`config.mk`:
```
export PLATFORM = sky130hd
export DESIGN_NAME = irq_tx
export DESIGN_NICKNAME = d
export VERILOG_FILES = /design/src/design/coproc_pkg.sv /design/src/design/irq_tx.sv
export SDC_FILE = /design/constraint.sdc
export NUM_CORES = 1
export LEC_CHECK = 0
export BUFFER_PORTS_ARGS = -buffer_cell sky130_fd_sc_hd__buf_2
export CORE_ASPECT_RATIO = 0.7
export CORE_MARGIN = 1
export CORE_UTILIZATION = 30
export DETAILED_ROUTE_END_ITERATION = 10
export PLACE_DENSITY_LB_ADDON = 0.3
export SETUP_SLACK_MARGIN = 0.3
export SLEW_MARGIN = 40
export SYNTH_ARGS = -nofsm -noshare
export SYNTH_HDL_FRONTEND = slang
export SYNTH_SLANG_ARGS = --single-unit
```
`constraint.sdc`:
```
create_clock -name i_clk -period 4.3 [get_ports i_clk]
set_input_delay 1.29 -clock i_clk [delete_from_list [all_inputs] [get_ports i_clk]]
set_output_delay 1.29 -clock i_clk [all_outputs]
set_load 0.02 [all_outputs]
```
`src/design/coproc_pkg.sv`:
```
// Slot-memory coprocessor shared types, instruction encoding and slot sizing

`default_nettype none

package coproc_pkg;

  localparam int SLOT_ADDR_BITS = 8;
  localparam int INST_ADDR_BITS = 8;
  // Interrupt header is index (16 bits) plus type byte
  localparam int IRQ_HDR_BITS = 24;

  typedef enum logic [3:0] {
    NOOP_WAIT      = 4'h0,
    COPY_REG       = 4'h1,
    MUL_ELEMENT    = 4'h2,
    SEND_INTERRUPT = 4'h6
  } code_t;

  typedef enum logic [1:0] {
    SCALAR = 2'd0,
    FE     = 2'd1,
    FE2    = 2'd2,
    FP_AF  = 2'd3
  } slot_type_t;

  // Multi-word values occupy consecutive slots
  function automatic logic [1:0] slot_words(slot_type_t t);
    return (t == FE2 || t == FP_AF) ? 2'd2 : 2'd1;
  endfunction

  // Interrupt FIFO entry must hold a header or a data word
  function automatic int irq_word_bits(int dat_bits);
    return (dat_bits > IRQ_HDR_BITS) ? dat_bits : IRQ_HDR_BITS;
  endfunction

  // Operand field, three slot addresses or slot plus interrupt index
  typedef union packed {
    struct packed {
      logic [SLOT_ADDR_BITS-1:0] a;
      logic [SLOT_ADDR_BITS-1:0] b;
      logic [SLOT_ADDR_BITS-1:0] c;
    } addr;
    struct packed {
      logic [SLOT_ADDR_BITS-1:0] a;
      logic [15:0]               idx;
    } irq;
  } inst_args_t;

  typedef struct packed {
    code_t      code;
    inst_args_t args;
  } inst_t;

endpackage

`default_nettype wire

```
`src/design/irq_tx.sv`:
```
// Interrupt FIFO and byte serializer for header and slot words

`default_nettype none

module irq_tx
  import coproc_pkg::*;
#(
  parameter int DAT_BITS  = 16,
  parameter int IRQ_DEPTH = 8
) (
  input  logic                               i_clk,
  input  logic                               i_rst,
  input  logic                               i_push,
  input  logic                               i_hdr,
  input  logic [irq_word_bits(DAT_BITS)-1:0] i_dat,
  input  logic                               i_last,
  input  logic                               i_tx_rdy,
  output logic                               o_space,
  output logic                               o_tx_val,
  output logic [7:0]                         o_tx_dat,
  output logic                               o_tx_sop,
  output logic                               o_tx_eop
);

  localparam int IB       = irq_word_bits(DAT_BITS);
  localparam int AW       = $clog2(IRQ_DEPTH);
  localparam int DAT_BYTS = DAT_BITS / 8;
  localparam int LW       = $clog2(IB / 8 + 1);

  // Entry is {hdr, last, data}
  logic [IB+1:0]   fifo [IRQ_DEPTH];
  logic [AW:0]     wr_ptr;
  logic [AW:0]     rd_ptr;
  logic            full;
  logic            empty;
  logic            ent_hdr;
  logic            ent_last;
  logic [IB-1:0]   ent_dat;
  logic [LW-1:0]   ent_byts;
  logic [IB-1:0]   sh;
  logic [LW-1:0]   left;
  logic            cur_last;
  logic            adv;
  logic            pop;

  assign full    = (wr_ptr[AW] != rd_ptr[AW]) && (wr_ptr[AW-1:0] == rd_ptr[AW-1:0]);
  assign empty   = (wr_ptr == rd_ptr);
  assign o_space = !full;

  assign {ent_hdr, ent_last, ent_dat} = fifo[rd_ptr[AW-1:0]];
  assign ent_byts = ent_hdr ? LW'(3) : LW'(DAT_BYTS);

  // Output register moves when empty or taken
  assign adv = !o_tx_val || i_tx_rdy;
  assign pop = adv && left == '0 && !empty;

  always_ff @(posedge i_clk) begin
    if (i_push)
      fifo[wr_ptr[AW-1:0]] <= {i_hdr, i_last, i_dat};
  end

  always_ff @(posedge i_clk) begin
    if (i_rst) begin
      wr_ptr   <= '0;
      rd_ptr   <= '0;
      left     <= '0;
      o_tx_val <= 1'b0;
      o_tx_sop <= 1'b0;
      o_tx_eop <= 1'b0;
    end else begin
      if (i_push)
        wr_ptr <= wr_ptr + 1'b1;
      if (pop)
        rd_ptr <= rd_ptr + 1'b1;
      if (adv) begin
        if (left != '0) begin
          o_tx_val <= 1'b1;
          o_tx_sop <= 1'b0;
          o_tx_eop <= cur_last && left == LW'(1);
          left     <= left - 1'b1;
        end else if (!empty) begin
          // First byte of a new entry goes straight out
          o_tx_val <= 1'b1;
          o_tx_sop <= ent_hdr;
          o_tx_eop <= ent_last && ent_byts == LW'(1);
          left     <= ent_byts - 1'b1;
        end else begin
          o_tx_val <= 1'b0;
        end
      end
    end
  end

  // Least significant byte first
  always_ff @(posedge i_clk) begin
    if (adv) begin
      if (left != '0) begin
        o_tx_dat <= sh[7:0];
        sh       <= sh >> 8;
      end else if (!empty) begin
        o_tx_dat <= ent_dat[7:0];
        sh       <= ent_dat >> 8;
        cur_last <= ent_last;
      end
    end
  end

  // Execute must check space before every push
  a_no_overflow: assert property (@(posedge i_clk) disable iff (i_rst)
    i_push |-> o_space);

endmodule

`default_nettype wire

```
; Word level (Yosys, flattened, before mapping)
; Memories as Yosys holds them, arrays and structs flattened. A register that Yosys moved wholly into a read port is not among the register bits.
; Index checks and enable logic that the tools add are counted.
[totals]
romBits = 0
latchBits = 0
output_inout_bits = 12
elab_cells = 53
register_bits = 38
memories = 1
input_bits = 30
ram_bits = 208
[mem_list]
columns = memory, words, word_bits, rd, rd_clocked_by_memory_dff, write_ports, line
row1 = fifo, 8, 26, 1, 1, 1, irq_tx.sv:31  ; logic [IB+1:0] fifo [IRQ_DEPTH];
[classes]
mul = 0
add_sub_neg = 4
reduce_logical = 13
order_cmp = 0
div = 0
mux = 17
eq_ne = 6
shift = 0
bitwise_logic = 2
[op_table]
columns = operator, n
row1 = 8-bit two-way mux, 3
row2 = 16-bit two-way mux, 1
row3 = 1-bit two-way mux, 9
row4 = "4-bit by 1-bit adder with 4-bit output, second input constant", 2
row5 = 3-bit two-way mux, 2
row6 = 1-bit logical AND, 5
row7 = "2-bit by 1-bit == test with 1-bit output, second input constant", 2
row8 = 4-bit == test, 1
row9 = 2-bit two-way mux, 2
row10 = "2-bit by 1-bit subtractor with 2-bit output, second input constant", 2
row11 = 3-bit == test, 1
row12 = 1-bit zero test, 3
row13 = 3-bit AND reduction, 1
row14 = 2-bit zero test, 1
row15 = "2-bit by 1-bit != test with 1-bit output, second input constant", 1
row16 = 1-bit inverter, 2
row17 = 2-bit AND reduction, 1
row18 = 2-bit nonzero test, 1
row19 = 1-bit logical OR, 1
row20 = 1-bit != test, 1

; Longest topological paths before layout
[depth]
word_depth = 6
depth_mapped = 5

; Worst setup path after synthesis
; No wires, ideal clock.
[synth_timing]
kind = input port to flip-flop
start = input port i_push
end = memory fifo[0][0] in the netlist's numbering, enable pin
slack_ns = 0.653
setup_time_ns = 0.442
required_time_ns = 3.858
arrival_time_ns = 3.205
stages = 2
cell_sequence = nand2b_1 -> nor3_1
[synth_via]
elab_chain_len = 2
[synth_lines]
columns = item, line
row1 = "start, declared", irq_tx.sv:13  ; input logic i_push,
row2 = 1-bit two-way mux, irq_tx.sv:58  ; if (i_push)
row3 = 1-bit two-way mux (implied by the code), irq_tx.sv:59  ; fifo[wr_ptr[AW-1:0]] <= {i_hdr, i_last, i_dat};
row4 = "end, declared", irq_tx.sv:31
; Every way passes these cells.

; Final worst setup path
[layout_timing]
start = register wr_ptr[1]
end = output port o_space
[layout_via]
elab_chain_len = 3
[layout_lines]
columns = item, line
row1 = "start, declared", irq_tx.sv:32  ; logic [AW:0] wr_ptr;
row2 = "start signal, assigned", irq_tx.sv:72  ; wr_ptr <= wr_ptr + 1'b1;
row3 = 3-bit == test, irq_tx.sv:46  ; assign full = (wr_ptr[AW] != rd_ptr[AW]) && (wr_ptr[AW-1:0] == rd_ptr[AW-1:0]);
row4 = 1-bit logical AND, irq_tx.sv:46
row5 = 1-bit zero test, irq_tx.sv:48  ; assign o_space = !full;
row6 = "end, declared", irq_tx.sv:18  ; output logic o_space,
; Every way passes these cells.

==> metrics.cfg <==
[pwr]
combPwrFrac=0.214
p_per_area_mw_per_mm2=597
pwr-share-seq=0.481
swShare=0.275
total_leakage_power_nw=3.47
power_frac_clock=0.305
p_int_w=0.00479
max-vdd-ir-drop_mv=0.263
p_sw_w=0.00181
total_power_w=0.00660

[layout]
final_common_cell=edfxtp_1
area_delta_synth_final_pct=16.5
ff_latch_area_mm2=0.00733
layout_common_cells=233 x edfxtp_1, 52 x mux4_2, 41 x buf_2
postLayoutCoreUtil=0.355
final_area_mm2=0.0111
fin_nets=553
drive_gt1_frac=0.302
fillers=2856
multiInputGateArea_mm2=0.00212
antenna_cells=0

[clocking]
cts_resized=0
hold_buffers=0
root_buffer=clkbuf_16
h-tree-depth=1
cts_buffer_depth=3
clk_pin_slew_ps=60
cts_sinks=249
cts_buffers=24
clk_latency_ps=520
cts_tree=built
post_cts.repair.setup_buffers=0

[detailed_routing]
drt-pass1-iter-count=4
ant_nets=0
vias=4448
drt_iter0_markers=296
wl_um=19000
route.detailed.drc=0
drt-wirelength-per-cell_um=19.8
via_per_inst=4.65

[worst_setup_path]
worstSetupStartpoint=wr_ptr[1]
required_ps=3010
setup.worst_path.start_class=flip-flop
r2r-end=o_tx_dat[4]
endpoint=o_space
crit_arrival_ps=1720
worstPathMaxFanout=8
cp-end-kind=primary output
r2r_slack_ps=2010
critPathKind=flip-flop to primary output
ff2ff_path_depth=4

[logic_synthesis]
ys.flop_type=edfxtp_1
postSynthCellCount=461
synth.avg_cell_area_um2=20.6
synth_area_mm2=0.00949
ys_seq_area_frac=0.771
async_flop_share=0
synth_warnings=0
synth_fp_nets=493
synth_edf_count=233
synth_cell_types=33
ys_ff_latch=249

[die]
core_mm2=0.0311
fp.dieH_um=151
die_area_mm2=0.0323
start_util=0.305
rows=54
die_w_um=215
ios=42

[timing]
period_minus_slack_ps=3010
fmax_mhz=332
final_hold_viol_count=0
setup_tns_ps=0
rsz0062_at_grt=false
finClkSkew_ps=11.3
drv_slew=0
tightest_slew_ps=779
finalSetupViolations=0
finalCritPeriodShare=0.700
relSlewSlack=0.480

[place]
place_hpwl_um=11700
place.gp.congestion=0.707
io_buffers=41
dpl_cell_area_mm2=0.0103

[grt]
grt_pass1_vias=4830
antenna_found_initial=0
grt_max_degree=44
grt.busiest_layer=met2
grt.overflow.total=0
grt_util_met3=0.0259
grt_pass1_wl_um=29600
grtUsageMet1=0.175
gr-usage-met2=0.193
grt_usage=0.122

[run]
drv_cap=0

[status]
status=completed

[min_path]
worstHoldPathType=flip-flop to flip-flop

[metrics by stage]
step / hold WS [ps] / setup slack, ps / std cells
6_report: 482 / 1290 / 957
5_1_grt: 511 / 1200 / 957
4_1_cts: 481 / 1260 / 957
3_5_place_dp: 470 / 1210 / 915
3_3_place_gp: 459 / 1320 / 914
2_1_floorplan: 484 / 653 / 461
[worst max-delay path, cell delays in order, from the launching register on]
cell and delay, ps:
dfxtp_1 500, xor2_1 340, nor3_1 110, nand2_1 90
buf_2 170
[power groups by stage]
stage | sequential, W | combinational (W) | clock, W
after floorplan | 0.00316 | 0.00103 | 0
after global placement | 0.00323 | 0.00140 | 0
after detailed placement | 0.00324 | 0.00144 | 0
after CTS | 0.00319 | 0.00144 | 0.00207
after global routing | 0.00321 | 0.00156 | 0.00217
final | 0.00318 | 0.00141 | 0.00202
[metal layers]
metal,wire length [um],vias to the layer above
li1,-,1985
met1,9070,2338
met2,8640,99
met3,945,26
met4,303,0
met5,0,-
[layout make-up]
| type | instances | area share |
|---|---|---|
| sequential | 249 | 0.663 |
| tap | 420 | 0.0475 |
| multi-input combinational | 188 | 0.192 |
| timing repair buffer | 57 | 0.0301 |
| clock buffer | 35 | 0.0618 |
| inverter | 1 | 0.000340 |
| clock inverter | 7 | 0.00600 |
[synth_stat cells (4+ instances only)]
cell type / instances / area, um2
nor2b_1: 4 / 25.0
o21ai_0: 17 / 85.1
xor2_1: 5 / 43.8
edfxtp_1: 233 / 7000
mux2_2: 7 / 78.8
nand2_1: 24 / 90.1
buf_2: 9 / 45.0
clkbuf_1: 13 / 48.8
dfxtp_1: 16 / 320
mux4_2: 52 / 1170
mux2i_1: 27 / 270
nand3_1: 4 / 20.0
nor2_1: 23 / 86.3
[kinds of logic (layout without fill, tap and decap cells)]
kind of cell	count (synthesis)	after routing	share of synthesized area
compound gates	23	23	0.0127
xor+xnor	6	6	0.00554
fa+ha+maj	2	2	0.00264
buf+inv	24	100	0.0107
flops	249	249	0.771
mux	86	86	0.160
simple gates	71	71	0.0369
[flip-flops by register name, summed over array words and instances, names as in the netlist, named ones only]
signal / count
o_tx_eop: 1
left: 2
wr_ptr: 4
fifo: 208
o_tx_dat: 8
sh: 16
o_tx_sop: 1
cur_last: 1
o_tx_val: 1
rd_ptr: 4
[worst min path at each step]
| stage | from | to | slack (ps) | cells past startpoint |
|---|---|---|---|---|
| global placement | o_tx_eop | o_tx_eop | 460 | 2 |
| global route | o_tx_eop | o_tx_eop | 510 | 2 |
| finish | o_tx_eop | o_tx_eop | 480 | 2 |
| floorplan | left[1] | left[1] | 480 | 2 |
| detailed placement | o_tx_eop | o_tx_eop | 470 | 2 |
| CTS | o_tx_eop | o_tx_eop | 480 | 2 |
No activity file was read; power rests on OpenSTA's default activity.
