$ cat src/design/coproc_pkg.sv
// Slot-memory coprocessor shared types, instruction encoding and slot sizing

`default_nettype none

package coproc_pkg;

  localparam int SLOT_ADDR_BITS = 8;
  localparam int INST_ADDR_BITS = 8;
  // Interrupt header is index (16 bits) plus type byte
  localparam int IRQ_HDR_BITS = 24;

  typedef enum logic [3:0] {
    NOOP_WAIT      = 4'h0,
    COPY_REG       = 4'h1,
    MUL_ELEMENT    = 4'h2,
    SEND_INTERRUPT = 4'h6
  } code_t;

  typedef enum logic [1:0] {
    SCALAR = 2'd0,
    FE     = 2'd1,
    FE2    = 2'd2,
    FP_AF  = 2'd3
  } slot_type_t;

  // Multi-word values occupy consecutive slots
  function automatic logic [1:0] slot_words(slot_type_t t);
    return (t == FE2 || t == FP_AF) ? 2'd2 : 2'd1;
  endfunction

  // Interrupt FIFO entry must hold a header or a data word
  function automatic int irq_word_bits(int dat_bits);
    return (dat_bits > IRQ_HDR_BITS) ? dat_bits : IRQ_HDR_BITS;
  endfunction

  // Operand field, three slot addresses or slot plus interrupt index
  typedef union packed {
    struct packed {
      logic [SLOT_ADDR_BITS-1:0] a;
      logic [SLOT_ADDR_BITS-1:0] b;
      logic [SLOT_ADDR_BITS-1:0] c;
    } addr;
    struct packed {
      logic [SLOT_ADDR_BITS-1:0] a;
      logic [15:0]               idx;
    } irq;
  } inst_args_t;

  typedef struct packed {
    code_t      code;
    inst_args_t args;
  } inst_t;

endpackage

`default_nettype wire

$ cat src/design/inst_exec.sv
// Instruction execute stage with operand reads, multiply issue, write-back and interrupt feed

`default_nettype none

module inst_exec
  import coproc_pkg::*;
#(
  parameter int DAT_BITS = 16
) (
  input  logic                               i_clk,
  input  logic                               i_rst,
  // Fetch
  input  inst_t                              i_inst,
  input  logic                               i_inst_val,
  input  logic                               i_halted,
  output logic                               o_inst_done,
  // Slot RAM
  output logic [SLOT_ADDR_BITS-1:0]          o_ram_addr,
  output logic                               o_ram_we,
  output slot_type_t                         o_ram_wtype,
  output logic [DAT_BITS-1:0]                o_ram_wdat,
  input  slot_type_t                         i_ram_rtype,
  input  logic [DAT_BITS-1:0]                i_ram_rdat,
  // Multiplier
  output logic                               o_mul_val,
  output logic [DAT_BITS-1:0]                o_mul_a,
  output logic [DAT_BITS-1:0]                o_mul_b,
  output logic [SLOT_ADDR_BITS-1:0]          o_mul_tag,
  output slot_type_t                         o_mul_type,
  input  logic                               i_mul_val,
  input  logic [DAT_BITS-1:0]                i_mul_dat,
  input  logic [SLOT_ADDR_BITS-1:0]          i_mul_tag,
  input  slot_type_t                         i_mul_type,
  // Interrupt FIFO
  output logic                               o_irq_push,
  output logic                               o_irq_hdr,
  output logic [irq_word_bits(DAT_BITS)-1:0] o_irq_dat,
  output logic                               o_irq_last,
  input  logic                               i_irq_space,
  output logic                               o_busy
);

  localparam int IB = irq_word_bits(DAT_BITS);

  inst_args_t                  args;
  logic [2:0]                  step;
  logic [2:0]                  step_nxt;
  logic [DAT_BITS-1:0]         op_a;
  slot_type_t                  op_type;
  logic [1:0]                  words_left;
  logic [SLOT_ADDR_BITS-1:0]   rd_addr;
  logic [SLOT_ADDR_BITS-1:0]   seq_addr;
  logic                        seq_we;
  logic [2**SLOT_ADDR_BITS-1:0] pending;
  logic [SLOT_ADDR_BITS:0]     inflight;
  logic                        src_busy;

  assign args     = i_inst.args;
  // Destination counts too, so each slot has at most one result in flight
  assign src_busy = pending[args.addr.a] || pending[args.addr.b] || pending[args.addr.c];

  always_comb begin
    step_nxt    = step;
    seq_addr    = args.addr.a;
    seq_we      = 1'b0;
    o_inst_done = 1'b0;
    o_mul_val   = 1'b0;
    o_irq_push  = 1'b0;
    o_irq_hdr   = 1'b0;
    o_irq_last  = 1'b0;
    o_irq_dat   = IB'(i_ram_rdat);
    if (i_inst_val) begin
      case (i_inst.code)
        NOOP_WAIT: o_inst_done = 1'b0;
        COPY_REG: begin
          if (step == 3'd0) begin
            if (inflight == '0)
              step_nxt = 3'd1;
          end else begin
            seq_we      = 1'b1;
            seq_addr    = args.addr.b;
            o_inst_done = 1'b1;
            step_nxt    = 3'd0;
          end
        end
        MUL_ELEMENT: begin
          case (step)
            3'd0: if (!src_busy && !i_mul_val) step_nxt = 3'd1;
            3'd1, 3'd2: begin
              seq_addr = args.addr.b;
              step_nxt = i_mul_val ? 3'd2 : 3'd3;
            end
            default: begin
              o_mul_val   = 1'b1;
              o_inst_done = 1'b1;
              step_nxt    = 3'd0;
            end
          endcase
        end
        SEND_INTERRUPT: begin
          case (step)
            3'd0: if (inflight == '0) step_nxt = 3'd1;
            3'd1: step_nxt = 3'd2;
            3'd2: begin
              // Header bytes go out as index low, index high, type
              o_irq_dat = IB'({6'd0, op_type, args.irq.idx});
              o_irq_hdr = 1'b1;
              if (i_irq_space) begin
                o_irq_push = 1'b1;
                step_nxt   = 3'd3;
              end
            end
            3'd3: begin
              seq_addr = rd_addr;
              if (i_irq_space)
                step_nxt = 3'd4;
            end
            default: begin
              // Space was seen on the read cycle and only pops happened since
              o_irq_push = 1'b1;
              o_irq_last = (words_left == 2'd1);
              if (o_irq_last) begin
                o_inst_done = 1'b1;
                step_nxt    = 3'd0;
              end else begin
                step_nxt = 3'd3;
              end
            end
          endcase
        end
        default: o_inst_done = 1'b1;
      endcase
    end
  end

  // Multiplier write-back owns the port when present
  assign o_ram_we    = i_mul_val || seq_we;
  assign o_ram_addr  = i_mul_val ? i_mul_tag : seq_addr;
  assign o_ram_wdat  = i_mul_val ? i_mul_dat : i_ram_rdat;
  assign o_ram_wtype = i_mul_val ? i_mul_type : i_ram_rtype;

  assign o_mul_a    = op_a;
  assign o_mul_b    = i_ram_rdat;
  assign o_mul_tag  = args.addr.c;
  assign o_mul_type = op_type;

  assign o_busy = !i_halted || inflight != '0;

  always_ff @(posedge i_clk) begin
    if (i_rst) begin
      step     <= 3'd0;
      pending  <= '0;
      inflight <= '0;
    end else begin
      step <= step_nxt;
      if (i_mul_val)
        pending[i_mul_tag] <= 1'b0;
      if (o_mul_val)
        pending[args.addr.c] <= 1'b1;
      inflight <= inflight + (SLOT_ADDR_BITS + 1)'(o_mul_val)
                           - (SLOT_ADDR_BITS + 1)'(i_mul_val);
    end
  end

  // Slot a comes back in step 1 for every instruction that reads it
  always_ff @(posedge i_clk) begin
    if (step == 3'd1) begin
      op_a       <= i_ram_rdat;
      op_type    <= i_ram_rtype;
      words_left <= slot_words(i_ram_rtype);
      rd_addr    <= args.addr.a;
    end else if (step == 3'd4) begin
      words_left <= words_left - 2'd1;
      rd_addr    <= rd_addr + 1'b1;
    end
  end

  a_one_write: assert property (@(posedge i_clk) disable iff (i_rst)
    !(i_mul_val && seq_we));

  // Every returning result targets a slot marked pending at issue
  a_wb_pending: assert property (@(posedge i_clk) disable iff (i_rst)
    i_mul_val |-> pending[i_mul_tag]);

endmodule

`default_nettype wire

$ cat config.mk
export PLATFORM = sky130hd
export DESIGN_NAME = inst_exec
export DESIGN_NICKNAME = d
export VERILOG_FILES = /design/src/design/coproc_pkg.sv /design/src/design/inst_exec.sv
export SDC_FILE = /design/constraint.sdc
export NUM_CORES = 1
export LEC_CHECK = 0
export BUFFER_PORTS_ARGS = -buffer_cell sky130_fd_sc_hd__buf_2
export CORE_UTILIZATION = 41
export DETAILED_ROUTE_END_ITERATION = 8
export PLACE_DENSITY = 0.59
export SLEW_MARGIN = 10
export SYNTH_ARGS = -nofsm -noshare
export SYNTH_HDL_FRONTEND = slang
export SYNTH_SLANG_ARGS = --single-unit
$ cat constraint.sdc
create_clock -name i_clk -period 3 [get_ports i_clk]
set_clock_uncertainty 0.1 [all_clocks]
set_input_delay 0.6 -clock i_clk [delete_from_list [all_inputs] [get_ports i_clk]]
set_output_delay 0.6 -clock i_clk [all_outputs]
set_load 0.02 [all_outputs]
### Word-level counts from Yosys, hierarchy flattened

Index checks and enable logic that the tools add are counted.

* mux-type cells: 59
* add/sub/neg operators: 4
* multiply operators: 0
* shifts and indexed selects: 0
* divide/modulo/power cells: 0
* eq/ne operators: 13
* bitwise operators: 3
* $lt $le $gt $ge: 6
* reduce and logical (&&, ||, !) cells: 22

Operators by type and width (number)
* 256-bit 2-to-1 mux: 3
* 256-bit AND: 1
* 256-bit NOT: 1
* 256-bit OR: 1
* 8-bit 2-to-1 mux: 7
* 18-bit 2-to-1 mux: 3
* 8-bit by 9-bit < comparator with 1-bit output (second input constant): 4
* 1-bit binary-select mux with 8-bit select: 3
* 1-bit 2-to-1 mux: 24
* 8-bit case mux with 3 select lines: 1
* 1-bit demux with 8-bit select: 2
* 8-bit by 1-bit greater-or-equal comparator with 1-bit output (second input constant): 2
* 16-bit 2-to-1 mux: 1
* 3-bit 2-to-1 mux: 5
* 3-bit case mux with 4 select lines: 1
* 2-bit 2-to-1 mux: 5
* 9-bit by 1-bit adder with 9-bit output: 1
* 9-bit zero test: 1
* 3-bit inequality test (second input constant): 3
* 3-bit case mux with 3 select lines: 1
* 9-bit nonzero test: 1
* 9-bit by 1-bit subtractor with 9-bit output: 1
* 8-bit by 1-bit adder with 8-bit output (second input constant): 1
* 3-bit by 2-bit equality test with 1-bit output (second input constant): 2
* 22 further kinds: 32

* logic and storage cells: 114
* memories kept: 0
* RAM bits: 0
* flip-flop bits (word level): 296
* output and inout bits: 99
* ROM bits: 0
* bits in latches: 0

### Longest topological paths before layout

* depth after elaboration: 10
* depth in mapped cells: 15

### Worst setup path after synthesis

Ideal clock, no wire load.

* path kind: input to register
* start: input i_inst[25] in the netlist's numbering
* end: register inflight[8]
* stages: 15
* arrival: 3.039 ns
* path slack: -0.209 ns
* buffers on the path: 1
* cells stage by stage: or3b_1 clkbuf_1 nor2_1 nand3b_2 inv_2 ha_1 fa_1 a21oi_1 o21bai_1 a21oi_1 o21bai_1 a21oi_1 nor2_1 or3_1 a21oi_1

* longest elaborated chain between the ends: 5

Ends and longest elaborated chain
* start: declaration: RTL line inst_exec.sv:13 `input inst_t i_inst,`
* 4-bit by 2-bit equality test with 1-bit output: RTL line inst_exec.sv:73 `case (i_inst.code)`
* 1-bit 2-to-1 mux: RTL line inst_exec.sv:73
* 1-bit 2-to-1 mux: RTL line inst_exec.sv:72 `if (i_inst_val) begin`
* named net o_mul_val: RTL line inst_exec.sv:25 `output logic o_mul_val,`
* 9-bit by 1-bit adder with 9-bit output: RTL line inst_exec.sv:160 `inflight <= inflight + (SLOT_ADDR_BITS + 1)'(o_mul_val)`
* 9-bit by 1-bit subtractor with 9-bit output: RTL line inst_exec.sv:161 `- (SLOT_ADDR_BITS + 1)'(i_mul_val);`
* end signal: assignment: RTL line inst_exec.sv:160
* end: declaration: RTL line inst_exec.sv:55 `logic [SLOT_ADDR_BITS:0] inflight;`

The timed path passes the listed nets, and every way through them passes these cells.
A chain may end at the register's enable or synchronous reset.

### Final worst setup path

* start: input i_inst[24] in the netlist's numbering
* end: output o_ram_addr[0]

* longest elaborated chain between the ends: 4
* elaborated cells on any way between the ends: 6
* classes of those cells: 3 x eq/ne; 3 x mux

Ends and longest elaborated chain
* 4-bit by 3-bit equality test with 1-bit output, or another cell as far along: RTL line inst_exec.sv:73
* 8-bit case mux with 3 select lines (*): RTL line inst_exec.sv:73
* 8-bit 2-to-1 mux (*): RTL line inst_exec.sv:72
* 8-bit 2-to-1 mux (*): RTL line inst_exec.sv:138 `assign o_ram_addr = i_mul_val ? i_mul_tag : seq_addr;`
* end: declaration: RTL line inst_exec.sv:18 `output logic [SLOT_ADDR_BITS-1:0] o_ram_addr,`

Mark *: on every way between the ends. The rest lies on a longest branch, timed or not.

==> results.toml <==
[outcome]
status = "complete, but fails checks"
violations = "negative setup slack"

[setup_path]
endpoint_kind = "primary output"
critPathLaunchType = "primary input"
slowest_stage = "or3b_4"
arrival_ns = 2.31
crit_type = "primary input to primary output"
crit_chain = "buf_2, buf_6, or3b_4, nor2_4, a21oi_2, nor2_1, buf_4, a22o_1, a22oi_2, o21ai_1, buf_4"
max_stage_delay_ns = 0.40
crit_fanout = 8
required_ns = 2.30
cp_common_cell = "buf_4"
worst-path-buf-inv = 4
crit_family = "simple AND/OR/NAND/NOR gates"

[synth]
yosysTopAreaCell = "dfxtp_1"
syn_avg_cell_area_sq_um = 9.004
synth_common_cells = "327 x nand2_1, 284 x o21ai_0, 277 x a21oi_1"
synth_top_area_share = 0.2774
synth_cell_types = 77
ys_warn_count = 0
async_reset_ff_frac = 0
syn_inst = 2148
synth_edf_count = 28
synth_most_common_cell = "nand2_1"
yosysSeqAreaShare = 0.3209
ys.flop_type = "dfxtp_1"
syn_area_sq_um = 19340
synthTopCellsByArea = "dfxtp_1 28%, mux4_2 19%, o21ai_0 7.3%"
synth.ff_latch_count = 296

[routing]
wl_mm = 93.85
drt-pass1-iter-count = 6
wire_per_inst_um = 29.79
route.detailed.drc = 0
ant_nets = 0
drtIter0Drc = 2872
vias = 20582
via_per_inst = 6.534

[timing]
fin_crit_ns = 3.006
rsz0062_at_grt = "yes"
final.period_utilization = 1.002
slew-limit-headroom = 0.3262
worstMarginPinSlew_ns = 1.008
finalSetupViolCount = 2
layout_setup_ws_ns = -0.005807
max_freq_mhz = 332.7
drv_slew = 0
hold_viol = 0
timing.hold.ws_ns = 0.1406

[placed_design]
dp.cells = 3073
hpwl_mm = 69.02
place_area_sq_um = 23080
portBuffers = 170
gp_congestion = 1.077

[die]
dieArea_sq_um = 48040
die_w_um = 219.2
start_util = 0.4154
rows = 79
die-height_um = 219.2
coreArea_sq_um = 46560
ioPinCount = 177

[flow_run]
maxCapViolCount = 0

[finish]
fin_cells = 3150
fin_nets = 2609
area.growth.synth_to_final_pct = 26.93
final_area_sq_um = 24550
fill_cells = 4278
final_core_util = 0.5273
drive_above_1_share = 0.3408

[clock_network]
numCtsBuffers = 35
cts.sinks = 296
holdBufCountCts = 0
htreeDepth = 2
clkLatencyLatePin_ns = 0.56
clock-root-buffer = "clkbuf_16"
cts_tree = "yes"
cts_buffer_depth = 3
clkSlewWorstSetupHoldPaths_ns = 0.05

[power_and_ir_drop]
vdd.ir_drop.worst_mv = 0.4189
p_leak_nw = 9.101
p_per_area_nw_per_um2 = 420.9

[grt]
grt_max_degree = 126
grt_first_pass_wirelength_mm = 134.2
grt_antenna_before_repair = 0
grt_remaining_overflow = 0
first_global_vias = 19290
grt_usage = 0.3869

[hold_path]
hold_class = "primary input to flip-flop"
## per-stage QoR
stage,worst slack (ns),total power [mW],TNS (ns)
finish,-0.005807,10.33,-0.01076
global placement,-0.6957,6.013,-2.822
CTS,0.01447,10.30,0
detailed placement,-0.7036,6.047,-3.240
global route,-0.1063,10.65,-0.6887
floorplan,-0.1378,5.259,-0.1378
## logic make-up (layout without fill, tap and decap cells)
kind of cell	Yosys count	count (layout)	synth area share
and+or+nand+nor	617	617	0.1464
adders and majority gates	16	16	0.01061
muxes	274	274	0.2595
xor gates and xnor gates	14	14	0.006340
other	1	8	0.0001939
AOI/OAI and AO/OA	672	672	0.1919
DFF	296	296	0.3209
buffers and inverters	258	646	0.06418
## state kept, by name, summed over array words and instances (netlist names)
register	cells
inflight	9
rd_addr	8
o_mul_a	16
o_mul_type	2
step	3
words_left	2
pending	256
## cell type report
class,instances,area [sq um],share of cell area
clock inverters,10,61.31,0.002497
flip-flops and latches,296,6212,0.2531
well taps,607,759.5,0.03094
multi-input cells,1599,12150,0.4949
diodes,2,5.005,0.0002039
clock buffers,52,1072,0.04368
repair buffers,558,4193,0.1708
inverters,26,97.59,0.003976
## path summary, 6_finish.rpt
| check | to | cells past startpoint | from | slack, ns |
|---|---|---|---|---|
| max | o_ram_addr[0] | 11 | i_inst[24] | -0.006 |
| min reg2reg | pending[14] | 2 | pending[14] | 0.40 |
| max reg2reg | step[1] | 9 | pending[151] | 0.05 |
| min | o_mul_type[0] | 1 | i_ram_rtype[0] | 0.14 |
## power by group
| part | total, mW | switching [mW] | internal, mW |
|---|---|---|---|
| Sequential | 4.08 | 0.0294 | 4.05 |
| Clock | 4.30 | 1.82 | 2.48 |
| Combinational | 1.96 | 1.15 | 0.814 |
| Total | 10.3 | 2.99 | 7.34 |
## what timing repair did
| item | 4_1_cts | 5_1_grt |
|---|---|---|
| buffers inserted | 3 | 10 |
| pin swaps | 7 | 18 |
| endpoints found under the setup margin | 11 | 11 |
| resized for setup | 32 | 27 |
| gates cloned | 0 | 1 |
## worst register-to-register path, cell delays in order (launching register included)
cell and delay, ns:
dfxtp_1 0.34, mux4_2 0.49, a22o_1 0.26, o21ai_1 0.15
buf_4 0.17, nand4_1 0.14, or4_4 0.58, nor4_4 0.21
a32oi_4 0.23, mux2i_1 0.19
## metal layers
layer / global-route usage / vias to the layer above / share of wire
met4: 0.2086 / 0 / 0.061
met5: 0 / - / 0
met1: 0.4924 / 10064 / 0.37
met3: 0.1006 / 304 / 0.12
li1: - / 8721 / -
met2: 0.5993 / 1493 / 0.45
## layout by cell type, fill, tap and decap left out, types with 9 or more instances in the layout
cell / n
a31oi_1: 9
a21oi_1: 276
inv_1: 21
buf_4: 362
o21ai_1: 10
clkbuf_8: 10
a22o_1: 13
mux4_1: 9
nor3_1: 16
clkbuf_16: 38
buf_2: 156
nand2b_1: 14
dfxtp_1: 263
a22oi_1: 34
nand3_1: 76
mux4_2: 166
o21ai_0: 274
and3_1: 12
and2_1: 9
buf_12: 26
nand2_1: 327
nor2_1: 58
mux2i_1: 61
mux2_2: 36
buf_6: 10
nand4_1: 24
nor2b_1: 32
ha_1: 14
edfxtp_1: 28
Note: power is estimated with default switching activity, not from simulation.
