## config.mk

```make
export PLATFORM = sky130hd
export DESIGN_NAME = mod_mult
export DESIGN_NICKNAME = d
export VERILOG_FILES = /design/src/design/coproc_pkg.sv /design/src/design/mod_mult.sv
export SDC_FILE = /design/constraint.sdc
export NUM_CORES = 1
export LEC_CHECK = 0
export ABC_AREA = 0
export BUFFER_PORTS_ARGS = -buffer_cell sky130_fd_sc_hd__buf_4
export CORE_UTILIZATION = 65
export DETAILED_ROUTE_END_ITERATION = 8
export GPL_TIMING_DRIVEN = 0
export PLACE_DENSITY = 0.87
export SLEW_MARGIN = 10
export SYNTH_ARGS = -nofsm -noshare
export SYNTH_HDL_FRONTEND = slang
export SYNTH_SLANG_ARGS = --single-unit
```

## constraint.sdc

```tcl
create_clock -name i_clk -period 34.1 [get_ports i_clk]
set_input_delay 6.82 -clock i_clk [delete_from_list [all_inputs] [get_ports i_clk]]
set_output_delay 6.82 -clock i_clk [all_outputs]
set_load 0.005 [all_outputs]
```

## src/design/coproc_pkg.sv

```systemverilog
// Slot-memory coprocessor shared types, instruction encoding and slot sizing

`default_nettype none

package coproc_pkg;

  localparam int SLOT_ADDR_BITS = 8;
  localparam int INST_ADDR_BITS = 8;
  // Interrupt header is index (16 bits) plus type byte
  localparam int IRQ_HDR_BITS = 24;

  typedef enum logic [3:0] {
    NOOP_WAIT      = 4'h0,
    COPY_REG       = 4'h1,
    MUL_ELEMENT    = 4'h2,
    SEND_INTERRUPT = 4'h6
  } code_t;

  typedef enum logic [1:0] {
    SCALAR = 2'd0,
    FE     = 2'd1,
    FE2    = 2'd2,
    FP_AF  = 2'd3
  } slot_type_t;

  // Multi-word values occupy consecutive slots
  function automatic logic [1:0] slot_words(slot_type_t t);
    return (t == FE2 || t == FP_AF) ? 2'd2 : 2'd1;
  endfunction

  // Interrupt FIFO entry must hold a header or a data word
  function automatic int irq_word_bits(int dat_bits);
    return (dat_bits > IRQ_HDR_BITS) ? dat_bits : IRQ_HDR_BITS;
  endfunction

  // Operand field, three slot addresses or slot plus interrupt index
  typedef union packed {
    struct packed {
      logic [SLOT_ADDR_BITS-1:0] a;
      logic [SLOT_ADDR_BITS-1:0] b;
      logic [SLOT_ADDR_BITS-1:0] c;
    } addr;
    struct packed {
      logic [SLOT_ADDR_BITS-1:0] a;
      logic [15:0]               idx;
    } irq;
  } inst_args_t;

  typedef struct packed {
    code_t      code;
    inst_args_t args;
  } inst_t;

endpackage

`default_nettype wire

```

## src/design/mod_mult.sv

```systemverilog
// Fixed-latency modular multiplier carrying a destination tag and slot type

`default_nettype none

module mod_mult
  import coproc_pkg::*;
#(
  parameter int          DAT_BITS   = 16,
  parameter int unsigned P          = 65521,
  parameter int          MUL_STAGES = 3
) (
  input  logic                      i_clk,
  input  logic                      i_rst,
  input  logic                      i_val,
  input  logic [DAT_BITS-1:0]       i_a,
  input  logic [DAT_BITS-1:0]       i_b,
  input  logic [SLOT_ADDR_BITS-1:0] i_tag,
  input  slot_type_t                i_type,
  output logic                      o_val,
  output logic [DAT_BITS-1:0]       o_dat,
  output logic [SLOT_ADDR_BITS-1:0] o_tag,
  output slot_type_t                o_type
);

  logic [2*DAT_BITS-1:0]     prod;
  logic [DAT_BITS-1:0]       dat_pipe  [MUL_STAGES];
  logic [SLOT_ADDR_BITS-1:0] tag_pipe  [MUL_STAGES];
  slot_type_t                type_pipe [MUL_STAGES];
  logic [MUL_STAGES-1:0]     val_pipe;

  // Operands are already reduced, so the remainder fits a word
  assign prod = i_a * i_b;

  always_ff @(posedge i_clk) begin
    dat_pipe[0]  <= DAT_BITS'(prod % P);
    tag_pipe[0]  <= i_tag;
    type_pipe[0] <= i_type;
    for (int i = 1; i < MUL_STAGES; i++) begin
      dat_pipe[i]  <= dat_pipe[i-1];
      tag_pipe[i]  <= tag_pipe[i-1];
      type_pipe[i] <= type_pipe[i-1];
    end
  end

  always_ff @(posedge i_clk) begin
    if (i_rst)
      val_pipe <= '0;
    else
      val_pipe <= MUL_STAGES'({val_pipe, i_val});
  end

  assign o_val  = val_pipe[MUL_STAGES-1];
  assign o_dat  = dat_pipe[MUL_STAGES-1];
  assign o_tag  = tag_pipe[MUL_STAGES-1];
  assign o_type = type_pipe[MUL_STAGES-1];

endmodule

`default_nettype wire

```

* Word-level counts from Yosys, hierarchy flattened
Memories as Yosys holds them, arrays and structs flattened.
Index checks and enable logic that the tools add are counted.
** Storage, ports and cells
- Flip-flop bits (word level) :: 3
- Memory bits (writable) :: 78
- Bits of input ports :: 45
- Output and inout port bits :: 27
- Word-level logic and storage cells :: 6
- Memories kept :: 3
** Memories
- dat_pipe :: depth 3, bits a word 16, read ports 3, clocked after Yosys merged registers in 0, wr ports 3, line mod_mult.sv:26 : logic [DAT_BITS-1:0] dat_pipe [MUL_STAGES];
- tag_pipe :: depth 3, bits a word 8, read ports 3, clocked after Yosys merged registers in 0, wr ports 3, line mod_mult.sv:27 : logic [SLOT_ADDR_BITS-1:0] tag_pipe [MUL_STAGES];
- type_pipe :: depth 3, bits a word 2, read ports 3, clocked after Yosys merged registers in 0, wr ports 3, line mod_mult.sv:28 : slot_type_t type_pipe [MUL_STAGES];
** Cells by class
- Multipliers :: 1
- Div/mod/pow operators :: 1
** Operators by type and width (count)
- 32-bit by 16-bit modulo with 32-bit output (second input constant) :: 1
- 16-bit by 16-bit multiplier with 32-bit output :: 1

* Longest topological paths before layout
Gate-level depths: netlist of the first run.
- Word-level depth :: 2
- Depth in mapped cells :: 95
- Gate-level depth less buffers :: 78

* Least setup slack after synthesis of the first run
OpenSTA, ideal clock, no wires.
- Path kind :: input-to-reg
- Start point :: input i_b[12]
- End point :: memory dat_pipe[0][7]
- Setup time :: 128 ps
- Arrival time :: 28314 ps
- Data required time :: 33972 ps
- Setup slack :: 5658 ps
- Cell stages on the path :: 82
- Path buffers :: 9
- Path through :: clkbuf_1 -> nand2_1 -> fa_1 -> inv_1 -> fa_1 -> fa_1 -> fa_1 -> fa_1 -> inv_1 -> fa_1 -> inv_1 -> ha_1 -> buf_2 -> a21oi_1 -> o21a_1 -> o31ai_1 -> a22o_1 -> or3_4 -> (+46 left out) -> a41oi_4 -> xnor2_2 -> inv_1 -> ha_1 -> nand2b_1 -> o32ai_2 -> nor2b_2 -> o211ai_2 -> and2_1 -> clkbuf_1 -> xnor2_1 -> ha_1 -> nor2b_1 -> o2bb2ai_1 -> o31ai_4 -> and2_4 -> nand3_1 -> xor2_1
** RTL lines
- from (decl) :: line mod_mult.sv:16 : input logic [DAT_BITS-1:0] i_b,
- to (decl) :: line mod_mult.sv:26

==> flow_results.xml, run 1 <==
<?xml version="1.0" encoding="UTF-8"?>
<metrics>
  <group name="logic_synthesis">
    <metric name="async_set_or_reset_register_ratio_after_synthesis" unit="%">0</metric>
    <metric name="synth_largest_type_area_fraction" unit="%">18.8</metric>
    <metric name="synthesis.nets" unit="">2994</metric>
    <metric name="yosys_warnings" unit="">0</metric>
    <metric name="yosysSeqAreaShare" unit="%">7.87</metric>
    <metric name="synthCells" unit="">2647</metric>
    <metric name="syn-cell-area" unit="mm²">0.0206</metric>
    <metric name="synth.top_cells.by_area" unit="">sky130_fd_sc_hd__fa_1 19%, sky130_fd_sc_hd__dfxtp_1 7.9%, sky130_fd_sc_hd__ha_1 6.6%, sky130_fd_sc_hd__nand2_1 5.6%, sky130_fd_sc_hd__inv_1 4.5%</metric>
    <metric name="yosys.area.top_type" unit="">sky130_fd_sc_hd__fa_1</metric>
    <metric name="top_reg_cell_synth" unit="">sky130_fd_sc_hd__dfxtp_1</metric>
    <metric name="synth_enable_flop_cells" unit="">0</metric>
    <metric name="post_synthesis_area_per_instance" unit="µm²">7.79</metric>
    <metric name="ys_ff_latch" unit="">81</metric>
    <metric name="synth_cell_type_count" unit="">128</metric>
  </group>
  <group name="worst_setup_path">
    <metric name="critPathCaptureType" unit="">flop</metric>
    <metric name="worst_path_largest_cell_delay" unit="ps">770</metric>
    <metric name="worst_r2r_startpoint" unit="">val_pipe[0]$_SDFF_PP0_</metric>
    <metric name="cp.required" unit="ps">34300</metric>
    <metric name="crit-reg2reg-capture" unit="">val_pipe[1]$_SDFF_PP0_</metric>
    <metric name="critPathSlowestCell" unit="">sky130_fd_sc_hd__o41ai_1</metric>
    <metric name="critPathKind" unit="">in2reg</metric>
    <metric name="timing.reg2reg.worst_path_depth" unit="">1</metric>
    <metric name="cp.arrival" unit="ps">32670</metric>
    <metric name="timing.critical_path.fanout_max" unit="">10</metric>
    <metric name="regToRegSetupSlack" unit="ps">33570</metric>
    <metric name="critical_path.startpoint_type" unit="">input pin</metric>
  </group>
  <group name="clock_network">
    <metric name="cts_buffer_depth" unit="">2</metric>
    <metric name="cts-root-buf" unit="">sky130_fd_sc_hd__clkbuf_16</metric>
    <metric name="cts.htree.levels" unit="">3</metric>
    <metric name="cts_post_setup_buffers_inserted" unit="">0</metric>
    <metric name="tritoncts_clock_tree" unit="">yes</metric>
    <metric name="cts_buffer_count" unit="">9</metric>
    <metric name="clock_insertion_delay_worst_skew" unit="ps">330</metric>
    <metric name="clkSinkCount" unit="">81</metric>
    <metric name="cts_clock_pin_slew_for_the_worst_setup_and_hold_paths" unit="ps">60</metric>
  </group>
  <group name="global_route">
    <metric name="antenna_violations_before_repair" unit="">0</metric>
    <metric name="vias_in_the_first_global_route" unit="">19800</metric>
    <metric name="gr-usage-all-layers" unit="%">37.2</metric>
    <metric name="grt_overflow" unit="">0</metric>
    <metric name="grt_max_degree" unit="">17</metric>
    <metric name="grt_pass1_wl" unit="µm">99900</metric>
  </group>
  <group name="placed_design">
    <metric name="post_dp_cell_area" unit="mm²">0.0216</metric>
    <metric name="preCtsSetupSlack" unit="ps">1050</metric>
    <metric name="post_dp_hpwl" unit="µm">48500</metric>
    <metric name="gp_congestion" unit="">0.986</metric>
    <metric name="place.port_buffers" unit="">71</metric>
  </group>
  <group name="run">
    <metric name="drv.max_cap_violation_count" unit="">0</metric>
  </group>
  <group name="floorplanning">
    <metric name="io-pin-count" unit="">72</metric>
    <metric name="core_area" unit="mm²">0.0309</metric>
    <metric name="initial_core_util" unit="%">66.7</metric>
    <metric name="floorplan.die.height" unit="µm">180</metric>
    <metric name="die_x" unit="µm">180</metric>
    <metric name="die_outline_area" unit="mm²">0.0324</metric>
    <metric name="core.rowCount" unit="">64</metric>
  </group>
  <group name="hold_path">
    <metric name="timing.hold.worst_endpoint" unit="">dat_pipe[0][46]$_DFF_P_</metric>
    <metric name="hold_path_depth" unit="">0</metric>
    <metric name="hold_start" unit="">dat_pipe[0][30]$_DFF_P_</metric>
    <metric name="hold_class" unit="">reg2reg</metric>
  </group>
  <group name="cells_and_area">
    <metric name="post_route_cells_drive_above_1_share" unit="%">11.0</metric>
    <metric name="synthToLayoutAreaGrowth" unit="%">6.65</metric>
    <metric name="insertedDiodeCount" unit="">0</metric>
    <metric name="postLayoutCellArea" unit="mm²">0.0220</metric>
    <metric name="layout.nets" unit="">3076</metric>
  </group>
  <group name="sta">
    <metric name="final.setup.tns" unit="ps">0</metric>
    <metric name="fmaxAchievable" unit="GHz">0.0308</metric>
    <metric name="timing.final.hold_violations" unit="">0</metric>
    <metric name="rsz_0062_raised_after_global_routing" unit="">false</metric>
    <metric name="finalSetupViolations" unit="">0</metric>
    <metric name="slew_violations" unit="">0</metric>
    <metric name="max_slew.worst_pin.slew" unit="ps">1160</metric>
    <metric name="final_critical_path_setup_slack" unit="ps">1640</metric>
    <metric name="fin_skew" unit="ps">4.20</metric>
    <metric name="holdWs" unit="ps">322</metric>
    <metric name="final_min_period_over_clock_period" unit="%">95.2</metric>
    <metric name="max_slew_margin" unit="%">22.1</metric>
    <metric name="post-route-min-period" unit="ps">32460</metric>
  </group>
  <group name="route">
    <metric name="drtAntennaViolNets" unit="">0</metric>
    <metric name="detailroute.via_count" unit="">20800</metric>
    <metric name="route.detailed.vias_per_inst" unit="">6.66</metric>
    <metric name="drt-initial-drc-count" unit="">2321</metric>
    <metric name="route.detailed.wl_per_inst" unit="µm">19.3</metric>
    <metric name="detail_route.drc_violations" unit="">0</metric>
    <metric name="detailedRoute.firstPassIterationCount" unit="">9</metric>
    <metric name="detail_route.wirelength" unit="µm">60400</metric>
  </group>
  <group name="outcome">
    <metric name="result_of_the_run" unit="">complete, no violations</metric>
  </group>
</metrics>
[registers in the layout, summed over array words and instances (netlist names)]
signal	flops
val_pipe	3
dat_pipe	48
tag_pipe	24
type_pipe	6
[placed cells by master, fill, tap and decap left out, types with 12 or more instances in the layout]
cell type,instances
sky130_fd_sc_hd__a21oi_1,103
sky130_fd_sc_hd__a211oi_1,26
sky130_fd_sc_hd__o31a_1,17
sky130_fd_sc_hd__o21ai_1,32
sky130_fd_sc_hd__fa_1,194
sky130_fd_sc_hd__nor3_1,83
sky130_fd_sc_hd__nand2_1,306
sky130_fd_sc_hd__or4_1,19
sky130_fd_sc_hd__nand2b_1,22
sky130_fd_sc_hd__a31oi_1,40
sky130_fd_sc_hd__or3_1,35
sky130_fd_sc_hd__nand4_1,35
sky130_fd_sc_hd__a21o_1,22
sky130_fd_sc_hd__nor2b_1,15
sky130_fd_sc_hd__o31ai_1,23
sky130_fd_sc_hd__buf_4,105
sky130_fd_sc_hd__dfxtp_1,81
sky130_fd_sc_hd__ha_1,108
sky130_fd_sc_hd__a21oi_2,12
sky130_fd_sc_hd__xor2_1,33
sky130_fd_sc_hd__and3_1,25
sky130_fd_sc_hd__a211o_1,14
sky130_fd_sc_hd__clkbuf_1,51
sky130_fd_sc_hd__or2_2,16
sky130_fd_sc_hd__nor2_1,151
sky130_fd_sc_hd__nor4_1,29
sky130_fd_sc_hd__buf_2,36
sky130_fd_sc_hd__xnor2_1,83
sky130_fd_sc_hd__o21ai_0,91
sky130_fd_sc_hd__and2_1,140
sky130_fd_sc_hd__mux2i_1,27
sky130_fd_sc_hd__nand3_1,85
sky130_fd_sc_hd__o211ai_1,37
sky130_fd_sc_hd__o21a_1,45
sky130_fd_sc_hd__inv_1,248
[logic make-up after synthesis]
kind of cell / count (synthesis) / synth area share [%]
adders and majority gates: 304 / 25.5
AOI/OAI and AO/OA: 683 / 25.0
xor gates and xnor gates: 120 / 5.30
muxes: 36 / 1.83
and+or+nand+nor: 1046 / 26.7
DFF: 81 / 7.87
buffers and inverters: 377 / 7.81
[cells in the mapped netlist, types with 29 or more instances]
library cell and number:
sky130_fd_sc_hd__a21oi_1 103, sky130_fd_sc_hd__a31oi_1 40, sky130_fd_sc_hd__and2_1 140, sky130_fd_sc_hd__buf_2 36
sky130_fd_sc_hd__buf_4 34, sky130_fd_sc_hd__clkbuf_1 51, sky130_fd_sc_hd__dfxtp_1 81, sky130_fd_sc_hd__fa_1 194
sky130_fd_sc_hd__ha_1 108, sky130_fd_sc_hd__inv_1 248, sky130_fd_sc_hd__nand2_1 306, sky130_fd_sc_hd__nand3_1 85
sky130_fd_sc_hd__nand4_1 35, sky130_fd_sc_hd__nor2_1 151, sky130_fd_sc_hd__nor3_1 83, sky130_fd_sc_hd__nor4_1 29
sky130_fd_sc_hd__o211ai_1 37, sky130_fd_sc_hd__o21a_1 45, sky130_fd_sc_hd__o21ai_0 91, sky130_fd_sc_hd__o21ai_1 32
sky130_fd_sc_hd__or3_1 35, sky130_fd_sc_hd__xnor2_1 83, sky130_fd_sc_hd__xor2_1 33
[how the worst max path moves through the flow]
stage	from	end	slack, ps
6_report	i_a[5]	dat_pipe[0][15]$_DFF_P_	1640
5_1_grt	i_a[5]	dat_pipe[0][12]$_DFF_P_	50
3_3_place_gp	i_a[5]	dat_pipe[0][7]$_DFF_P_	1340
3_5_place_dp	i_a[5]	dat_pipe[0][15]$_DFF_P_	1050
2_1_floorplan	i_b[12]	dat_pipe[0][7]$_DFF_P_	5660
4_1_cts	i_a[6]	dat_pipe[0][13]$_DFF_P_	1240
[stage by stage]
| stage | instances | utilization [%] |
|---|---|---|
| 2_1_floorplan | 2647 | - |
| 3_3_place_gp | 3114 | 70.0 |
| 3_5_place_dp | 3114 | 70.0 |
| 4_1_cts | 3130 | 71.0 |
| 5_1_grt | 3130 | 71.1 |
| 6_report | 3130 | 71.1 |
[critical path, delay by kind of cell]
family | cells | cell delay [ps]
AO/OA/AOI/OAI | 25 | 8420
buffers and inverters | 13 | 2880
adder cells (fa/ha/maj) | 9 | 3940
AND/OR/NAND/NOR | 28 | 7810
multiplexers | 3 | 1320
XOR/XNOR | 5 | 1350
[cell type report]
| cell class | count | area, µm² |
|---|---|---|
| buffer | 129 | 679 |
| clock buffer | 9 | 225 |
| clock inverter | 7 | 83.8 |
| fill | 2446 | 8930 |
| inverter | 248 | 931 |
| multi-input combinational | 2189 | 17400 |
| sequential | 81 | 1620 |
| tap | 396 | 495 |
| timing repair buffer | 71 | 533 |
[per-layer routing]
layer	share of wire, %	vias up	GRT usage, %	wire length, µm
met1	42	9870	50.3	25200
met4	2.5	0	9.26	1510
met2	46	1135	61.9	28000
li1	-	9661	-	-
met3	9.6	168	6.04	5780
met5	0	-	0	0
[repair_timing]
item	in CTS	in global routing
endpoints found under the setup margin	0	16
gates resized for setup	0	6
hold buffers	0	0
Power of run 1 is not shown: default switching activity piles up to over one toggle a cycle in this logic, so the estimate is an artifact.
==> run 2, diff against run 1 <==
--- a/config.mk
+++ b/config.mk
@@ -6,11 +6,11 @@
 export NUM_CORES = 1
 export LEC_CHECK = 0
 export ABC_AREA = 0
-export BUFFER_PORTS_ARGS = -buffer_cell sky130_fd_sc_hd__buf_4
 export CORE_UTILIZATION = 65
 export DETAILED_ROUTE_END_ITERATION = 8
+export DONT_BUFFER_PORTS = 1
 export GPL_TIMING_DRIVEN = 0
-export PLACE_DENSITY = 0.87
+export PLACE_DENSITY = 0.85
 export SLEW_MARGIN = 10
 export SYNTH_ARGS = -nofsm -noshare
 export SYNTH_HDL_FRONTEND = slang
==> flow_results.xml, run 2 (synthesis results as in run 1) <==
<?xml version="1.0" encoding="UTF-8"?>
<metrics>
  <group name="outcome">
    <metric name="result_of_the_run" unit="">finished with violations</metric>
    <metric name="failed_checks" unit="">DRC</metric>
  </group>
  <group name="worst_setup_path">
    <metric name="timing.critical_path.fanout_max" unit="">10</metric>
    <metric name="critPathKind" unit="">in2reg</metric>
    <metric name="worst_r2r_startpoint" unit="">val_pipe[0]$_SDFF_PP0_</metric>
    <metric name="regToRegSetupSlack" unit="ps">33530</metric>
    <metric name="crit-reg2reg-capture" unit="">val_pipe[1]$_SDFF_PP0_</metric>
    <metric name="timing.reg2reg.worst_path_depth" unit="">1</metric>
    <metric name="critPathCaptureType" unit="">flop</metric>
    <metric name="worst_path_largest_cell_delay" unit="ps">730</metric>
    <metric name="critical_path.startpoint_type" unit="">input pin</metric>
    <metric name="cp.arrival" unit="ps">32650</metric>
    <metric name="critPathSlowestCell" unit="">sky130_fd_sc_hd__o41ai_4</metric>
    <metric name="cp.required" unit="ps">34310</metric>
  </group>
  <group name="clock_network">
    <metric name="cts-root-buf" unit="">sky130_fd_sc_hd__clkbuf_16</metric>
    <metric name="cts_buffer_depth" unit="">2</metric>
    <metric name="cts.htree.levels" unit="">3</metric>
    <metric name="cts_clock_pin_slew_for_the_worst_setup_and_hold_paths" unit="ps">60</metric>
    <metric name="cts_post_setup_buffers_inserted" unit="">0</metric>
    <metric name="clock_insertion_delay_worst_skew" unit="ps">330</metric>
    <metric name="tritoncts_clock_tree" unit="">yes</metric>
    <metric name="cts_buffer_count" unit="">9</metric>
    <metric name="clkSinkCount" unit="">81</metric>
  </group>
  <group name="sta">
    <metric name="final_min_period_over_clock_period" unit="%">95.1</metric>
    <metric name="fmaxAchievable" unit="GHz">0.0308</metric>
    <metric name="fin_skew" unit="ps">4.48</metric>
    <metric name="rsz_0062_raised_after_global_routing" unit="">false</metric>
    <metric name="finalSetupViolations" unit="">0</metric>
    <metric name="max_slew_margin" unit="%">21.8</metric>
    <metric name="timing.final.hold_violations" unit="">0</metric>
    <metric name="slew_violations" unit="">0</metric>
    <metric name="final_critical_path_setup_slack" unit="ps">1660</metric>
    <metric name="max_slew.worst_pin.slew" unit="ps">1170</metric>
    <metric name="holdWs" unit="ps">323</metric>
    <metric name="final.setup.tns" unit="ps">0</metric>
    <metric name="post-route-min-period" unit="ps">32440</metric>
  </group>
  <group name="route">
    <metric name="route.detailed.wl_per_inst" unit="µm">19.5</metric>
    <metric name="detailedRoute.firstPassIterationCount" unit="">8</metric>
    <metric name="drt-initial-drc-count" unit="">1978</metric>
    <metric name="detail_route.wirelength" unit="µm">59900</metric>
    <metric name="detailroute.via_count" unit="">20700</metric>
    <metric name="route.detailed.vias_per_inst" unit="">6.77</metric>
    <metric name="drtAntennaViolNets" unit="">0</metric>
    <metric name="detail_route.drc_violations" unit="">2</metric>
  </group>
  <group name="cells_and_area">
    <metric name="synthToLayoutAreaGrowth" unit="%">4.06</metric>
    <metric name="final_common_cell" unit="">sky130_fd_sc_hd__nand2_1</metric>
    <metric name="regMostFlops" unit="">dat_pipe</metric>
    <metric name="largest_register_ff_count" unit="">48</metric>
    <metric name="postLayoutCellArea" unit="mm²">0.0214</metric>
    <metric name="layout_common_cells" unit="">306 x sky130_fd_sc_hd__nand2_1, 248 x sky130_fd_sc_hd__inv_1, 194 x sky130_fd_sc_hd__fa_1, 151 x sky130_fd_sc_hd__nor2_1, 140 x sky130_fd_sc_hd__and2_1</metric>
    <metric name="largestRegisters" unit="">dat_pipe x48, tag_pipe x24, type_pipe x6</metric>
    <metric name="layout.nets" unit="">3005</metric>
    <metric name="post_route_cells_drive_above_1_share" unit="%">8.52</metric>
  </group>
  <group name="placed_design">
    <metric name="gp_congestion" unit="">0.987</metric>
    <metric name="place.port_buffers" unit="">0</metric>
    <metric name="preCtsSetupSlack" unit="ps">1380</metric>
    <metric name="post_dp_hpwl" unit="µm">47800</metric>
    <metric name="post_dp_cell_area" unit="mm²">0.0211</metric>
  </group>
  <group name="global_route">
    <metric name="grt_pass1_wl" unit="µm">99200</metric>
    <metric name="gr-usage-all-layers" unit="%">36.6</metric>
    <metric name="grt_max_degree" unit="">15</metric>
    <metric name="grt_overflow" unit="">0</metric>
    <metric name="vias_in_the_first_global_route" unit="">19800</metric>
    <metric name="antenna_violations_before_repair" unit="">2</metric>
  </group>
  <group name="hold_path">
    <metric name="hold_class" unit="">reg2reg</metric>
    <metric name="timing.hold.worst_endpoint" unit="">dat_pipe[0][31]$_DFF_P_</metric>
    <metric name="hold_path_depth" unit="">0</metric>
    <metric name="hold_start" unit="">dat_pipe[0][15]$_DFF_P_</metric>
  </group>
  <group name="floorplanning">
    <metric name="io-pin-count" unit="">72</metric>
    <metric name="initial_core_util" unit="%">66.7</metric>
    <metric name="core_area" unit="mm²">0.0309</metric>
    <metric name="core.rowCount" unit="">64</metric>
    <metric name="floorplan.die.height" unit="µm">180</metric>
    <metric name="die_outline_area" unit="mm²">0.0324</metric>
    <metric name="die_x" unit="µm">180</metric>
  </group>
  <group name="run">
    <metric name="drv.max_cap_violation_count" unit="">0</metric>
  </group>
</metrics>
run 2: cell count changes in the layout (fill, tap and decap cells not counted), sizes merged:
cell	previous run	this run
bufinv	1	0
buf	149	78
clkinv	2	3
clkbuf	60	63
clkinvlp	1	0
inv	251	249
diode	0	5
run 2: how the worst max path moves through the flow:
| stage | from | endpoint | cells after the start | slack [ps] |
|---|---|---|---|---|
| 6_report | i_a[5] | dat_pipe[0][15]$_DFF_P_ | 82 | 1660 |
| 2_1_floorplan | i_b[12] | dat_pipe[0][7]$_DFF_P_ | 82 | 5660 |
| 3_5_place_dp | i_a[5] | dat_pipe[0][12]$_DFF_P_ | 82 | 1380 |
| 4_1_cts | i_a[5] | dat_pipe[0][15]$_DFF_P_ | 82 | 1580 |
| 5_1_grt | i_a[5] | dat_pipe[0][14]$_DFF_P_ | 83 | 210 |
| 3_3_place_gp | i_a[5] | dat_pipe[0][7]$_DFF_P_ | 82 | 1940 |
run 2: cell type report:
| class | count | area [µm²] |
|---|---|---|
| multi-input cells | 2189 | 17400 |
| plain buffers | 129 | 679 |
| well taps | 396 | 495 |
| flip-flops and latches | 81 | 1620 |
| diodes | 5 | 12.5 |
| clock inverters | 4 | 35.0 |
| fillers | 2516 | 9460 |
| clock buffers | 12 | 256 |
| inverters | 248 | 931 |
run 2: per-stage QoR:
step | utilization [%] | instances
2_1_floorplan | - | 2647
3_3_place_gp | 68.3 | 3043
3_5_place_dp | 68.3 | 3043
4_1_cts | 69.2 | 3059
5_1_grt | 69.3 | 3059
6_report | 69.4 | 3064
run 2: layer usage:
layer / up-vias / GRT usage, % / routed length (µm)
li1: 9486 / - / -
met1: 9912 / 48.6 / 24900
met2: 1180 / 62.0 / 27900
met3: 160 / 5.78 / 5430
met4: 0 / 9.50 / 1600
met5: - / 0 / 0
run 2: worst max-delay path: cells and delay by family:
family | cells | cell delay [ps]
AOI/OAI and AO/OA | 25 | 8210
and+or+nand+nor | 26 | 7820
adders and majority gates | 9 | 3970
buffers and inverters | 12 | 2260
xor gates and xnor gates | 7 | 2120
muxes | 3 | 1390
run 2: repair_timing:
action / 4_1_cts / 5_1_grt
endpoints found under the hold margin: 0 / 0
setup endpoints to repair: 0 / 16
hold buffers: 0 / 0
resized for setup: 0 / 8
Power of run 2 is left out for the same reason.
